--- config.mk ---
export PLATFORM = sky130hd
export DESIGN_NAME = arm
export DESIGN_NICKNAME = d
export VERILOG_FILES = /design/src/armPkg.sv /design/src/arm.sv /design/src/decode.sv /design/src/execute.sv /design/src/fetch.sv /design/src/memory.sv /design/src/regFile.sv
export SDC_FILE = /design/constraint.sdc
export NUM_CORES = 2
export LEC_CHECK = 0
export ABC_CLOCK_PERIOD_IN_PS = 4100
export BUFFER_PORTS_ARGS = -buffer_cell sky130_fd_sc_hd__buf_2
export CORE_UTILIZATION = 30
export DETAILED_ROUTE_END_ITERATION = 10
export MAX_ROUTING_LAYER = met4
export SYNTH_ARGS = -nofsm -noshare
export SYNTH_HDL_FRONTEND = slang
export SYNTH_SLANG_ARGS = --single-unit
--- constraint.sdc ---
create_clock -name clk -period 4.1 [get_ports clk]
set_input_delay 0.41 -clock clk [delete_from_list [all_inputs] [get_ports clk]]
set_output_delay 0.41 -clock clk [all_outputs]
set_load 0.02 [all_outputs]
--- src/armPkg.sv ---
`default_nettype none

package armPkg;

  // Datapath widths
  typedef logic [31:0] word_t;
  typedef logic [3:0]  regAddr_t;

  // NZCV with N in bit 3
  typedef logic [3:0]  flags_t;
  typedef logic [3:0]  cond_t;
  typedef logic [2:0]  aluOp_t;

  // ARM condition field encodings
  localparam cond_t EQ = 4'h0;
  localparam cond_t NE = 4'h1;
  localparam cond_t CS = 4'h2;
  localparam cond_t CC = 4'h3;
  localparam cond_t MI = 4'h4;
  localparam cond_t PL = 4'h5;
  localparam cond_t VS = 4'h6;
  localparam cond_t VC = 4'h7;
  localparam cond_t HI = 4'h8;
  localparam cond_t LS = 4'h9;
  localparam cond_t GE = 4'hA;
  localparam cond_t LT = 4'hB;
  localparam cond_t GT = 4'hC;
  localparam cond_t LE = 4'hD;
  localparam cond_t AL = 4'hE;

  // Internal ALU operations
  localparam aluOp_t aluAdd = 3'd0;
  localparam aluOp_t aluSub = 3'd1;
  localparam aluOp_t aluAnd = 3'd2;
  localparam aluOp_t aluOrr = 3'd3;
  localparam aluOp_t aluMov = 3'd4;

  // Data processing opcode field, bits 24:21
  localparam logic [3:0] opAnd = 4'b0000;
  localparam logic [3:0] opSub = 4'b0010;
  localparam logic [3:0] opAdd = 4'b0100;
  localparam logic [3:0] opOrr = 4'b1100;
  localparam logic [3:0] opMov = 4'b1101;

  // MOVAL R0,R0 used as the pipeline bubble
  localparam word_t opNop = 32'hE1A0_0000;

endpackage

`default_nettype wire

--- src/arm.sv ---
`timescale 1ns/1ns
`default_nettype none

module arm #(
  parameter armPkg::word_t resetPc = 32'h0000_0000
) (
  input  logic          clk,
  input  logic          rstN,
  input  armPkg::word_t instruction,
  input  armPkg::word_t readData,
  output armPkg::word_t pc,
  output armPkg::word_t dataAddr,
  output armPkg::word_t writeData,
  output logic          writeEnable
);
  import armPkg::*;

  // Fetch to decode
  word_t    instrD;
  word_t    pcPlus8D;

  // Decode to execute
  aluOp_t   aluOpE;
  logic     aluSrcE;
  logic     setFlagsE;
  logic     regWriteE;
  logic     memWriteE;
  logic     memToRegE;
  logic     branchE;
  cond_t    condE;
  word_t    rdAE;
  word_t    rdBE;
  word_t    immE;
  regAddr_t destE;

  // Branch redirect, also flushes decode
  logic     branchTakenE;
  word_t    branchTargetE;

  // Execute to memory
  word_t    aluOutM;
  word_t    writeDataM;
  regAddr_t destM;
  logic     regWriteM;
  logic     memWriteM;
  logic     memToRegM;

  // Writeback into the register file
  logic     regWriteW;
  regAddr_t destW;
  word_t    resultW;

  fetch #(.resetPc(resetPc)) stageFetch (
    .clk          (clk),
    .rstN         (rstN),
    .branchTakenE (branchTakenE),
    .branchTargetE(branchTargetE),
    .instruction  (instruction),
    .pc           (pc),
    .instrD       (instrD),
    .pcPlus8D     (pcPlus8D)
  );

  decode stageDecode (
    .clk      (clk),
    .rstN     (rstN),
    .flushE   (branchTakenE),
    .instrD   (instrD),
    .pcPlus8D (pcPlus8D),
    .regWriteW(regWriteW),
    .destW    (destW),
    .resultW  (resultW),
    .aluOpE   (aluOpE),
    .aluSrcE  (aluSrcE),
    .setFlagsE(setFlagsE),
    .regWriteE(regWriteE),
    .memWriteE(memWriteE),
    .memToRegE(memToRegE),
    .branchE  (branchE),
    .condE    (condE),
    .rdAE     (rdAE),
    .rdBE     (rdBE),
    .immE     (immE),
    .destE    (destE)
  );

  execute stageExecute (
    .clk          (clk),
    .rstN         (rstN),
    .aluOpE       (aluOpE),
    .aluSrcE      (aluSrcE),
    .setFlagsE    (setFlagsE),
    .regWriteE    (regWriteE),
    .memWriteE    (memWriteE),
    .memToRegE    (memToRegE),
    .branchE      (branchE),
    .condE        (condE),
    .rdAE         (rdAE),
    .rdBE         (rdBE),
    .immE         (immE),
    .destE        (destE),
    .branchTakenE (branchTakenE),
    .branchTargetE(branchTargetE),
    .aluOutM      (aluOutM),
    .writeDataM   (writeDataM),
    .destM        (destM),
    .regWriteM    (regWriteM),
    .memWriteM    (memWriteM),
    .memToRegM    (memToRegM)
  );

  memory stageMemory (
    .clk        (clk),
    .rstN       (rstN),
    .aluOutM    (aluOutM),
    .writeDataM (writeDataM),
    .destM      (destM),
    .regWriteM  (regWriteM),
    .memWriteM  (memWriteM),
    .memToRegM  (memToRegM),
    .readData   (readData),
    .dataAddr   (dataAddr),
    .writeData  (writeData),
    .writeEnable(writeEnable),
    .regWriteW  (regWriteW),
    .destW      (destW),
    .resultW    (resultW)
  );

endmodule

`default_nettype wire

--- src/decode.sv ---
`timescale 1ns/1ns
`default_nettype none

module decode (
  input  logic             clk,
  input  logic             rstN,
  input  logic             flushE,
  input  armPkg::word_t    instrD,
  input  armPkg::word_t    pcPlus8D,
  input  logic             regWriteW,
  input  armPkg::regAddr_t destW,
  input  armPkg::word_t    resultW,
  output armPkg::aluOp_t   aluOpE,
  output logic             aluSrcE,
  output logic             setFlagsE,
  output logic             regWriteE,
  output logic             memWriteE,
  output logic             memToRegE,
  output logic             branchE,
  output armPkg::cond_t    condE,
  output armPkg::word_t    rdAE,
  output armPkg::word_t    rdBE,
  output armPkg::word_t    immE,
  output armPkg::regAddr_t destE
);
  import armPkg::*;

  logic       isDp;
  logic       isMem;
  logic       isBranch;
  logic [3:0] dpOpcode;
  logic       immBit;
  logic       sBit;
  logic       upBit;
  logic       loadBit;
  regAddr_t   rn;
  regAddr_t   rd;
  regAddr_t   rm;
  regAddr_t   addrA;
  regAddr_t   addrB;
  word_t      dataA;
  word_t      dataB;
  word_t      immD;
  aluOp_t     aluOpD;

  // Instruction classes from bits 27:26
  assign isDp     = instrD[27:26] == 2'b00;
  assign isMem    = instrD[27:26] == 2'b01;
  assign isBranch = instrD[27:26] == 2'b10;

  assign dpOpcode = instrD[24:21];
  assign immBit   = instrD[25];
  assign sBit     = instrD[20];
  assign upBit    = instrD[23];
  assign loadBit  = instrD[20];
  assign rn       = instrD[19:16];
  assign rd       = instrD[15:12];
  assign rm       = instrD[3:0];

  // Branches read R15 so the ALU forms pc+8 plus offset
  assign addrA = isBranch ? 4'hF : rn;
  // Stores read the data register on port B
  assign addrB = (isMem && !loadBit) ? rd : rm;

  regFile rf (
    .clk        (clk),
    .rstN       (rstN),
    .addrA      (addrA),
    .addrB      (addrB),
    .pcPlus8    (pcPlus8D),
    .writeEnable(regWriteW),
    .writeAddr  (destW),
    .writeData  (resultW),
    .dataA      (dataA),
    .dataB      (dataB)
  );

  always_comb begin
    aluOpD = aluAdd;
    if (isDp) begin
      case (dpOpcode)
        opAnd:   aluOpD = aluAnd;
        opSub:   aluOpD = aluSub;
        opAdd:   aluOpD = aluAdd;
        opOrr:   aluOpD = aluOrr;
        opMov:   aluOpD = aluMov;
        default: aluOpD = aluAdd;
      endcase
    end else if (isMem && !upBit) begin
      aluOpD = aluSub;
    end
  end

  always_comb begin
    if (isBranch) immD = {{6{instrD[23]}}, instrD[23:0], 2'b00};
    else if (isMem) immD = {20'd0, instrD[11:0]};
    else immD = {24'd0, instrD[7:0]};
  end

  // Decode/execute controls, bubble on reset or flush
  always_ff @(posedge clk) begin
    if (!rstN || flushE) begin
      setFlagsE <= 1'b0;
      regWriteE <= 1'b0;
      memWriteE <= 1'b0;
      memToRegE <= 1'b0;
      branchE   <= 1'b0;
      condE     <= AL;
    end else begin
      setFlagsE <= isDp && sBit;
      regWriteE <= isDp || (isMem && loadBit);
      memWriteE <= isMem && !loadBit;
      memToRegE <= isMem && loadBit;
      branchE   <= isBranch;
      condE     <= instrD[31:28];
    end
  end

  always_ff @(posedge clk) begin
    aluOpE  <= aluOpD;
    aluSrcE <= !isDp || immBit;
    rdAE    <= dataA;
    rdBE    <= dataB;
    immE    <= immD;
    destE   <= rd;
  end

endmodule

`default_nettype wire

--- src/execute.sv ---
`timescale 1ns/1ns
`default_nettype none

module execute (
  input  logic             clk,
  input  logic             rstN,
  input  armPkg::aluOp_t   aluOpE,
  input  logic             aluSrcE,
  input  logic             setFlagsE,
  input  logic             regWriteE,
  input  logic             memWriteE,
  input  logic             memToRegE,
  input  logic             branchE,
  input  armPkg::cond_t    condE,
  input  armPkg::word_t    rdAE,
  input  armPkg::word_t    rdBE,
  input  armPkg::word_t    immE,
  input  armPkg::regAddr_t destE,
  output logic             branchTakenE,
  output armPkg::word_t    branchTargetE,
  output armPkg::word_t    aluOutM,
  output armPkg::word_t    writeDataM,
  output armPkg::regAddr_t destM,
  output logic             regWriteM,
  output logic             memWriteM,
  output logic             memToRegM
);
  import armPkg::*;

  flags_t      flags;
  flags_t      aluFlags;
  logic        flagN;
  logic        flagZ;
  logic        flagC;
  logic        flagV;
  word_t       srcB;
  word_t       aluResult;
  logic [32:0] sum;
  logic        carryOut;
  logic        overflow;
  logic        condPass;

  assign {flagN, flagZ, flagC, flagV} = flags;
  assign srcB = aluSrcE ? immE : rdBE;

  // Logic ops and MOV leave C and V alone, there is no shifter carry
  always_comb begin
    sum       = 33'd0;
    carryOut  = flagC;
    overflow  = flagV;
    aluResult = srcB;
    case (aluOpE)
      aluAdd: begin
        sum       = {1'b0, rdAE} + {1'b0, srcB};
        aluResult = sum[31:0];
        carryOut  = sum[32];
        overflow  = (rdAE[31] == srcB[31]) && (aluResult[31] != rdAE[31]);
      end
      aluSub: begin
        // Carry set means no borrow
        sum       = {1'b0, rdAE} + {1'b0, ~srcB} + 33'd1;
        aluResult = sum[31:0];
        carryOut  = sum[32];
        overflow  = (rdAE[31] != srcB[31]) && (aluResult[31] != rdAE[31]);
      end
      aluAnd:  aluResult = rdAE & srcB;
      aluOrr:  aluResult = rdAE | srcB;
      aluMov:  aluResult = srcB;
      default: aluResult = srcB;
    endcase
    aluFlags = {aluResult[31], aluResult == 32'd0, carryOut, overflow};
  end

  always_comb begin
    case (condE)
      EQ:      condPass = flagZ;
      NE:      condPass = !flagZ;
      CS:      condPass = flagC;
      CC:      condPass = !flagC;
      MI:      condPass = flagN;
      PL:      condPass = !flagN;
      VS:      condPass = flagV;
      VC:      condPass = !flagV;
      HI:      condPass = flagC && !flagZ;
      LS:      condPass = !flagC || flagZ;
      GE:      condPass = flagN == flagV;
      LT:      condPass = flagN != flagV;
      GT:      condPass = !flagZ && (flagN == flagV);
      LE:      condPass = flagZ || (flagN != flagV);
      AL:      condPass = 1'b1;
      default: condPass = 1'b0;
    endcase
  end

  always_ff @(posedge clk) begin
    if (!rstN) begin
      flags <= 4'b0000;
    end else if (setFlagsE && condPass) begin
      flags <= aluFlags;
    end
  end

  // Base is R15 for a branch, so the ALU sum is the target
  assign branchTakenE  = branchE && condPass;
  assign branchTargetE = aluResult;

  always_ff @(posedge clk) begin
    if (!rstN) begin
      regWriteM <= 1'b0;
      memWriteM <= 1'b0;
      memToRegM <= 1'b0;
    end else begin
      regWriteM <= regWriteE && condPass;
      memWriteM <= memWriteE && condPass;
      memToRegM <= memToRegE && condPass;
    end
  end

  always_ff @(posedge clk) begin
    aluOutM    <= aluResult;
    writeDataM <= rdBE;
    destM      <= destE;
  end

  loadStoreExclusive: assert property (@(posedge clk) disable iff (!rstN)
    !(memWriteM && memToRegM))
    else $error("load and store strobes both set");

endmodule

`default_nettype wire

--- src/fetch.sv ---
`timescale 1ns/1ns
`default_nettype none

module fetch #(
  parameter armPkg::word_t resetPc = 32'h0000_0000
) (
  input  logic          clk,
  input  logic          rstN,
  input  logic          branchTakenE,
  input  armPkg::word_t branchTargetE,
  input  armPkg::word_t instruction,
  output armPkg::word_t pc,
  output armPkg::word_t instrD,
  output armPkg::word_t pcPlus8D
);
  import armPkg::*;

  // Program counter, redirected one edge after a taken branch
  always_ff @(posedge clk) begin
    if (!rstN) begin
      pc <= resetPc;
    end else if (branchTakenE) begin
      pc <= branchTargetE;
    end else begin
      pc <= pc + 32'd4;
    end
  end

  // Fetch/decode register, the fetched word is dropped on a flush
  always_ff @(posedge clk) begin
    if (!rstN || branchTakenE) begin
      instrD <= opNop;
    end else begin
      instrD <= instruction;
    end
  end

  // R15 value seen by the instruction in decode
  always_ff @(posedge clk) begin
    pcPlus8D <= pc + 32'd8;
  end

  pcAligned: assert property (@(posedge clk) disable iff (!rstN) pc[1:0] == 2'b00)
    else $error("pc not word aligned: %h", pc);

endmodule

`default_nettype wire

--- src/memory.sv ---
`timescale 1ns/1ns
`default_nettype none

module memory (
  input  logic             clk,
  input  logic             rstN,
  input  armPkg::word_t    aluOutM,
  input  armPkg::word_t    writeDataM,
  input  armPkg::regAddr_t destM,
  input  logic             regWriteM,
  input  logic             memWriteM,
  input  logic             memToRegM,
  input  armPkg::word_t    readData,
  output armPkg::word_t    dataAddr,
  output armPkg::word_t    writeData,
  output logic             writeEnable,
  output logic             regWriteW,
  output armPkg::regAddr_t destW,
  output armPkg::word_t    resultW
);
  import armPkg::*;

  logic  memToRegW;
  word_t readDataW;
  word_t aluOutW;

  // Data memory is driven straight from the execute/memory register
  assign dataAddr    = aluOutM;
  assign writeData   = writeDataM;
  assign writeEnable = memWriteM;

  always_ff @(posedge clk) begin
    if (!rstN) begin
      regWriteW <= 1'b0;
      memToRegW <= 1'b0;
    end else begin
      regWriteW <= regWriteM;
      memToRegW <= memToRegM;
    end
  end

  always_ff @(posedge clk) begin
    readDataW <= readData;
    aluOutW   <= aluOutM;
    destW     <= destM;
  end

  // Writeback select
  assign resultW = memToRegW ? readDataW : aluOutW;

endmodule

`default_nettype wire

--- src/regFile.sv ---
`timescale 1ns/1ns
`default_nettype none

module regFile (
  input  logic             clk,
  input  logic             rstN,
  input  armPkg::regAddr_t addrA,
  input  armPkg::regAddr_t addrB,
  input  armPkg::word_t    pcPlus8,
  input  logic             writeEnable,
  input  armPkg::regAddr_t writeAddr,
  input  armPkg::word_t    writeData,
  output armPkg::word_t    dataA,
  output armPkg::word_t    dataB
);
  import armPkg::*;

  // R0 to R14, R15 lives in fetch
  word_t regs [0:14];

  always_ff @(posedge clk) begin
    if (rstN && writeEnable && writeAddr != 4'hF) begin
      regs[writeAddr] <= writeData;
    end
  end

  // Write-through so writeback and decode can share a cycle
  always_comb begin
    if (addrA == 4'hF) dataA = pcPlus8;
    else if (writeEnable && writeAddr == addrA) dataA = writeData;
    else dataA = regs[addrA];
  end

  always_comb begin
    if (addrB == 4'hF) dataB = pcPlus8;
    else if (writeEnable && writeAddr == addrB) dataB = writeData;
    else dataB = regs[addrB];
  end

  noPcWrite: assert property (@(posedge clk) disable iff (!rstN)
    writeEnable |-> writeAddr != 4'hF)
    else $error("register write to R15");

endmodule

`default_nettype wire

=== Word level (Yosys, flattened, before mapping) ===
Memory sizes are Yosys's and may differ from the RTL's.
Index checks and enable logic that the tools add are counted.

* Bitwise gates (word level): 3
* Eq/ne operators: 33
* Reduce and logical (&&, ||, !) cells: 37
* Multiplexer cells: 20
* Add/subtract/negate cells: 5

{| class="wikitable"
|+ Operator list
! kind !! count
|-
| $mux 32 || 8
|-
| $pmux 32 s4 || 1
|-
| $add 32x32->33 || 2
|-
| $eq 4x4->1 const B || 11
|-
| $add 33x1->33 const B || 1
|-
| $add 32x3->32 const B || 1
|-
| $add 32x4->32 const B || 1
|-
| $and 32x32->32 || 1
|-
| $logic_not 32->1 || 1
|-
| $not 32->32 || 1
|-
| $or 32x32->32 || 1
|-
| $logic_and 1x1->1 || 17
|-
| $eq 4x3->1 const B || 4
|-
| $pmux 1 s15 || 1
|-
| $eq 4x2->1 const B || 3
|-
| $mux 12 || 1
|-
| $pmux 3 s4 || 1
|-
| $eq 4x4->1 || 2
|-
| $logic_not 1->1 || 8
|-
| $logic_not 4->1 || 2
|-
| $mux 4 || 2
|-
| $eq 3x2->1 const B || 2
|-
| $logic_or 1x1->1 || 5
|-
| $eq 4x1->1 const B || 1
|-
| other kinds (13) || 20
|}

* Memories kept: 1
* Register bits after elaboration: 354
* Input bits: 66
* Memory bits (writable): 480

{| class="wikitable"
|+ Memory list
! memory !! depth !! width !! read ports !! clocked after Yosys merged registers in !! write ports !! line !! RTL
|-
| stageDecode.rf.regs || 15 || 32 || 2 || 0 || 1 || regFile.sv:19 || <nowiki>word_t regs [0:14];</nowiki>
|}

=== Longest topological paths before layout ===
* Depth after elaboration: 7
* Depth in mapped cells: 21

=== Cells and area by module ===
From an unflattened synthesis, not the netlist that was laid out.

* Cell total of the unflattened synthesis: 3298
* Area total of the unflattened synthesis: 40528.9 um^2

{| class="wikitable"
|+ By module, submodules not included
! module !! area each (um^2) !! cells an instance !! instances
|-
| regFile || 23440.0 || 1510 || 1
|-
| execute || 8111.5 || 1043 || 1
|-
| fetch || 3878.7 || 393 || 1
|-
| decode || 2652.5 || 179 || 1
|-
| memory || 2446.1 || 173 || 1
|}

=== Least setup slack after synthesis ===
OpenSTA, ideal clock, no wires.

* Path kind: register to register
* From: reg stageDecode.aluSrcE
* To: reg stageExecute.flags[2]
* Data arrival time: 4.242 ns
* Slack: -0.201 ns
* Cell stages (with the launch flop): 20
* Buffers on the path: 4
* Cells stage by stage: dfxtp_1 > buf_2 > buf_1 > buf_2 > inv_1 > a21oi_1 > ha_1 > clkbuf_1 > nor2_1 > nand2_1 > or4_1 > or3_1 > nand2b_1 > o21ai_0 > nand2_1 > a21oi_1 > a221o_1 > nand3b_1 > nor4_1 > a31o_1

* Longest elaborated chain between the ends: 6

{| class="wikitable"
|+ RTL lines
! element !! line !! RTL
|-
| start, declared || decode.sv:14 || <nowiki>output logic aluSrcE,</nowiki>
|-
| start signal, assigned || decode.sv:121 || <nowiki>aluSrcE <= !isDp || immBit;</nowiki>
|-
| $mux 32 * || execute.sv:44 || <nowiki>assign srcB = aluSrcE ? immE : rdBE;</nowiki>
|-
| $not 32->32 || execute.sv:61 || <nowiki>sum = {1'b0, rdAE} + {1'b0, ~srcB} + 33'd1;</nowiki>
|-
| $add 32x32->33 || execute.sv:61 ||
|-
| $add 33x1->33 || execute.sv:61 ||
|-
| $pmux 32 s4 * || execute.sv:52 || <nowiki>case (aluOpE)</nowiki>
|-
| $logic_not 32->1 * || execute.sv:71 || <nowiki>aluFlags = {aluResult[31], aluResult == 32'd0, carryOut, overflow};</nowiki>
|-
| end signal, assigned || execute.sv:99 || <nowiki>flags <= aluFlags;</nowiki>
|-
| end, declared || execute.sv:30 || <nowiki>flags_t flags;</nowiki>
|}

Mark *: on every way between the ends. The rest lies on a longest branch, timed or not.
A chain may end at the register's enable or synchronous reset.

=== Worst setup path in the final report ===
* From: reg stageDecode.aluSrcE
* To: reg stageExecute.flags[2]

* Longest elaborated chain between the ends: 6

{| class="wikitable"
|+ RTL lines
! element !! line !! RTL
|-
| $mux 32 * || execute.sv:44 ||
|-
| $not 32->32 || execute.sv:61 ||
|-
| $add 32x32->33 || execute.sv:61 ||
|-
| $add 33x1->33 || execute.sv:61 ||
|-
| $pmux 32 s4 * || execute.sv:52 ||
|-
| named net branchTargetE[7] || arm.sv:38 || <nowiki>word_t branchTargetE;</nowiki>
|-
| $logic_not 32->1 * || execute.sv:71 ||
|}

The timed path passes the listed nets; every way through them passes the cells marked *.

==> key figures <==
Status
  – Status: finished with violations
  – Failing checks: negative setup slack

Pwr
  – Power, Total: 26180 uW
  – PD cells: approximately 540 mW/mm^2
  – Static leakage: about 0.018 uW
  – Peak supply drop: between 0.2 and 0.3 mV

Clock network
  – CTS Sinks: a little over 800
  – CTS Root Buffer Type: clkbuf_16
  – Num CTS Buffers: 90
  – Clock insertion delay at the later pin of the skew report: roughly 0.70 ns
  – CTS tree: built
  – CTS clk-pin slew, worst paths: 0.06 ns
  – CTS Buffer Depth: 3
  – H-Tree Level Count: 3

Worst setup path
  – Reg2Reg Depth: 18
  – Worst r2r dst: stageExecute.flags[2]$_SDFFE_PN0P_
  – Max stage delay on crit path: around 0.60 ns
  – Origin of the worst setup path: stageDecode.aluSrcE$_DFF_P_
  – Worst-path maximum fanout: 11
  – Startpoint Class: register
  – FF-to-FF setup slack: -0.15 ns
  – CP max stage cell: or4_4
  – Reg2reg start: stageDecode.aluSrcE$_DFF_P_
  – Crit path DAT: 4.90 ns
  – Setup crit end kind: register
  – Top cell by count, worst path: buf_4
  – Required @ worst endpoint: approximately 4.8 ns
  – CP cell instances: buf_12 -> buf_4 -> mux2i_1 -> buf_4 -> ha_1 -> buf_4 -> a21o_1 -> nor3_2 -> a21o_1 -> a211o_1 -> o211ai_1 -> nor4b_2 -> nand3_1 -> or4_4 -> nor4_4 -> nand4_1 -> nor4_2 -> a31o_1
  – Critical path class: register to register

Synth
  – Yosys top cell area share: between 30 and 40%
  – Yosys cell types: between 80 and 90
  – EDFF count, synth: 480
  – Syn Area/Cell: roughly 12 sq um
  – Synthesis-stage register bit count: slightly above 800
  – Syn_nets: 3557
  – Area leader, netlist: edfxtp_1
  – Synth Instances: roughly 3400
  – Sequential-to-total area share from yosys stat: between 50% and 60%
  – Primary FF master, synth: edfxtp_1
  – Post-synth ARST share: 0%
  – Synth top area cells: edfxtp_1 37%, dfxtp_1 18%, mux4_2 5.6%
  – YS warnings: 0
  – Most common cell in the synthesized netlist: edfxtp_1
  – Commonest cells post-synth: 480 x edfxtp_1, 397 x nand2_1, 348 x dfxtp_1
  – Post-Syn Area: about 0.039 sq mm

Die
  – Die ar.: between 0.1 and 0.15 sq mm
  – Core area: 0.1295 sq mm
  – # IOs: 163
  – DIE WIDTH: 363.3 microns
  – Cell row count: roughly 130
  – Die Height: ~360 microns
  – Initial Util: around 30%

Finish
  – Final Instance Area: a little under 0.05 sq mm
  – # fillers: approximately 13000
  – Share of layout cells above drive strength 1: 24.14%
  – Area growth syn-to-layout: 23.34%
  – Final net count: about 4000
  – Util after Layout: 37.31%

Routing
  – Routed Antenna Nets: 0
  – DRC Markers: 0
  – Via density: about 5.3
  – 1st-pass router iterations: 7
  – Vias after detailed routing: ~30000
  – WL per Instance: 24.76 microns
  – Routed wire length: between 100000 and 150000 microns
  – DRT iter0 DRCs: 3429

Job
  – Max_cap viols: 0

Timing
  – Fmax: 0.2352 GHz
  – Final setup vio count: 1
  – Final Hold Viols: 0
  – Slew @ Worst Pin: around 1.2 ns
  – Final worst-path cycle share: 103.7%
  – RSZ-0062 raised after global routing: true
  – Final setup margin: -0.1514 ns
  – Slew margin rel.: 19.17%
  – Clock skew: 0.02453 ns
  – Tmin final: about 4.3 ns
  – Final Max Tran Viols: 0
  – Setup_tns: -0.1514 ns
  – Worst hold margin: 0.2116 ns

Global routing
  – Tot GR Track Use: approximately a fifth
  – First-pass GRT wire length: between 150000 and 200000 microns
  – GR Overflow Total: 0
  – Vias in the first global route: ~29000
  – Initial antenna violation count: 10
  – Largest net degree at the start of global routing: 85

Place
  – DP Area: ~0.044 sq mm
  – Dpl hpwl: approximately 94000 microns
  – Placer Congestion: 0.9666
  – PortBufs: 162

Hold path
  – Worst hold stages: 3
  – Endpoint with the worst hold slack: stageExecute.memToRegM$_SDFF_PN0_
  – Hold_sp: rstN
  – Hold crit path type: input pin to register
[registers in the layout, indices dropped and copies added, names as in the netlist, 26 cells and up]
name,count
stageMemory.readDataW,32
stageDecode.immE,26
stageFetch.instrD,32
stageDecode.rf.regs,480
stageExecute.writeDataM,32
stageExecute.aluOutM,32
stageFetch.pc,32
stageFetch.pcPlus8D,32
stageDecode.rdBE,32
stageDecode.rdAE,32
stageMemory.aluOutW,32
[metal layers]
metal,wire length [microns],global-route usage (%),up-vias
met5,0,-,-
met2,64370,33.06,1510
met3,11890,3.519,294
met4,5244,8.406,0
li1,-,-,13370
met1,57090,26.83,14750
[logic make-up after synthesis]
family                   Yosys count  synth area share [%]
AND/OR/NAND/NOR                  837                 9.657
flip-flops                       828                 54.59
AO/OA/AOI/OAI                    760                 12.91
multiplexers                     399                 13.64
buffers and inverters            346                 3.443
adder cells (fa/ha/maj)          113                 3.648
XOR/XNOR                          95                 2.124
[area by class of cell]
type,count,area [sq um],share of cell area [%]
timing repair buffer,533,4126,8.541
clock inverter,37,466.7,0.9660
sequential,828,21400,44.29
inverter,119,446.7,0.9246
antenna,3,7.507,0.01554
tap,1742,2180,4.512
clock buffer,131,2653,5.491
multi-input combinational,2204,17040,35.26
[worst max-delay path by stage]
stage	to	slack, ns	cells past startpoint
2_1_floorplan	stageExecute.flags[2]$_SDFFE_PN0P_	0.08	19
3_3_place_gp	stageExecute.flags[2]$_SDFFE_PN0P_	-0.25	17
3_5_place_dp	stageExecute.flags[3]$_SDFFE_PN0P_	-0.26	19
4_1_cts	stageExecute.flags[2]$_SDFFE_PN0P_	-0.06	17
5_1_grt	stageExecute.flags[2]$_SDFFE_PN0P_	-0.27	18
6_report	stageExecute.flags[2]$_SDFFE_PN0P_	-0.15	18
[per-stage QoR]
stage,worst slack (ns),instances
5_1_grt,-0.2727,5597
3_3_place_gp,-0.2450,5358
2_1_floorplan,0.08489,3378
3_5_place_dp,-0.2565,5358
4_1_cts,-0.05916,5591
6_report,-0.1514,5597
[where the power goes]
group	switching (uW)	internal (uW)	total (uW)	leakage [uW]
Clock	3520	4990	8500	0.00153
Combinational	4390	2660	7040	0.00972
Sequential	567	10100	10600	0.00723
Total	8470	17700	26200	0.0185
[critical path: cells and delay by family, from the launching register on]
kind,cells,cell delay (ns)
adders and majority gates,1,0.30
AOI/OAI and AO/OA,5,0.79
DFF,1,0.37
and+or+nand+nor,7,2.01
buffers and inverters,4,0.62
muxes,1,0.11
[cell usage in the layout (no fill, tap or decap), types with 22 or more instances in the layout]
cell	Yosys	layout
buf_2	30	162
nand3_1	35	34
buf_12	0	29
nand2_1	397	396
dfxtp_1	348	341
mux2_2	107	107
a21oi_1	148	139
xor2_1	44	44
buf_4	3	276
a211oi_1	44	42
nand2b_1	30	30
clkbuf_16	0	95
inv_1	118	118
a222oi_1	32	32
o221ai_1	38	38
xnor2_1	51	50
edfxtp_1	480	480
mux2i_1	195	183
o22ai_1	42	41
o21ai_0	182	176
a311oi_1	36	36
clkbuf_1	170	22
ha_1	111	105
nor2_1	187	170
mux4_2	97	97
a21o_1	25	25
a31oi_1	72	71
dlygate4sd3_1	0	64
and2_1	53	52
[what timing repair did]
item                                   in CTS  in global routing
endpoints found under the hold margin      64                  0
buffers inserted                            1                  3
hold buffers                               64                  0
setup endpoints to repair                   8                 12
pin swaps                                   3                 18
gates resized for setup                    16                 63
Power figures use the tool's default switching activity.
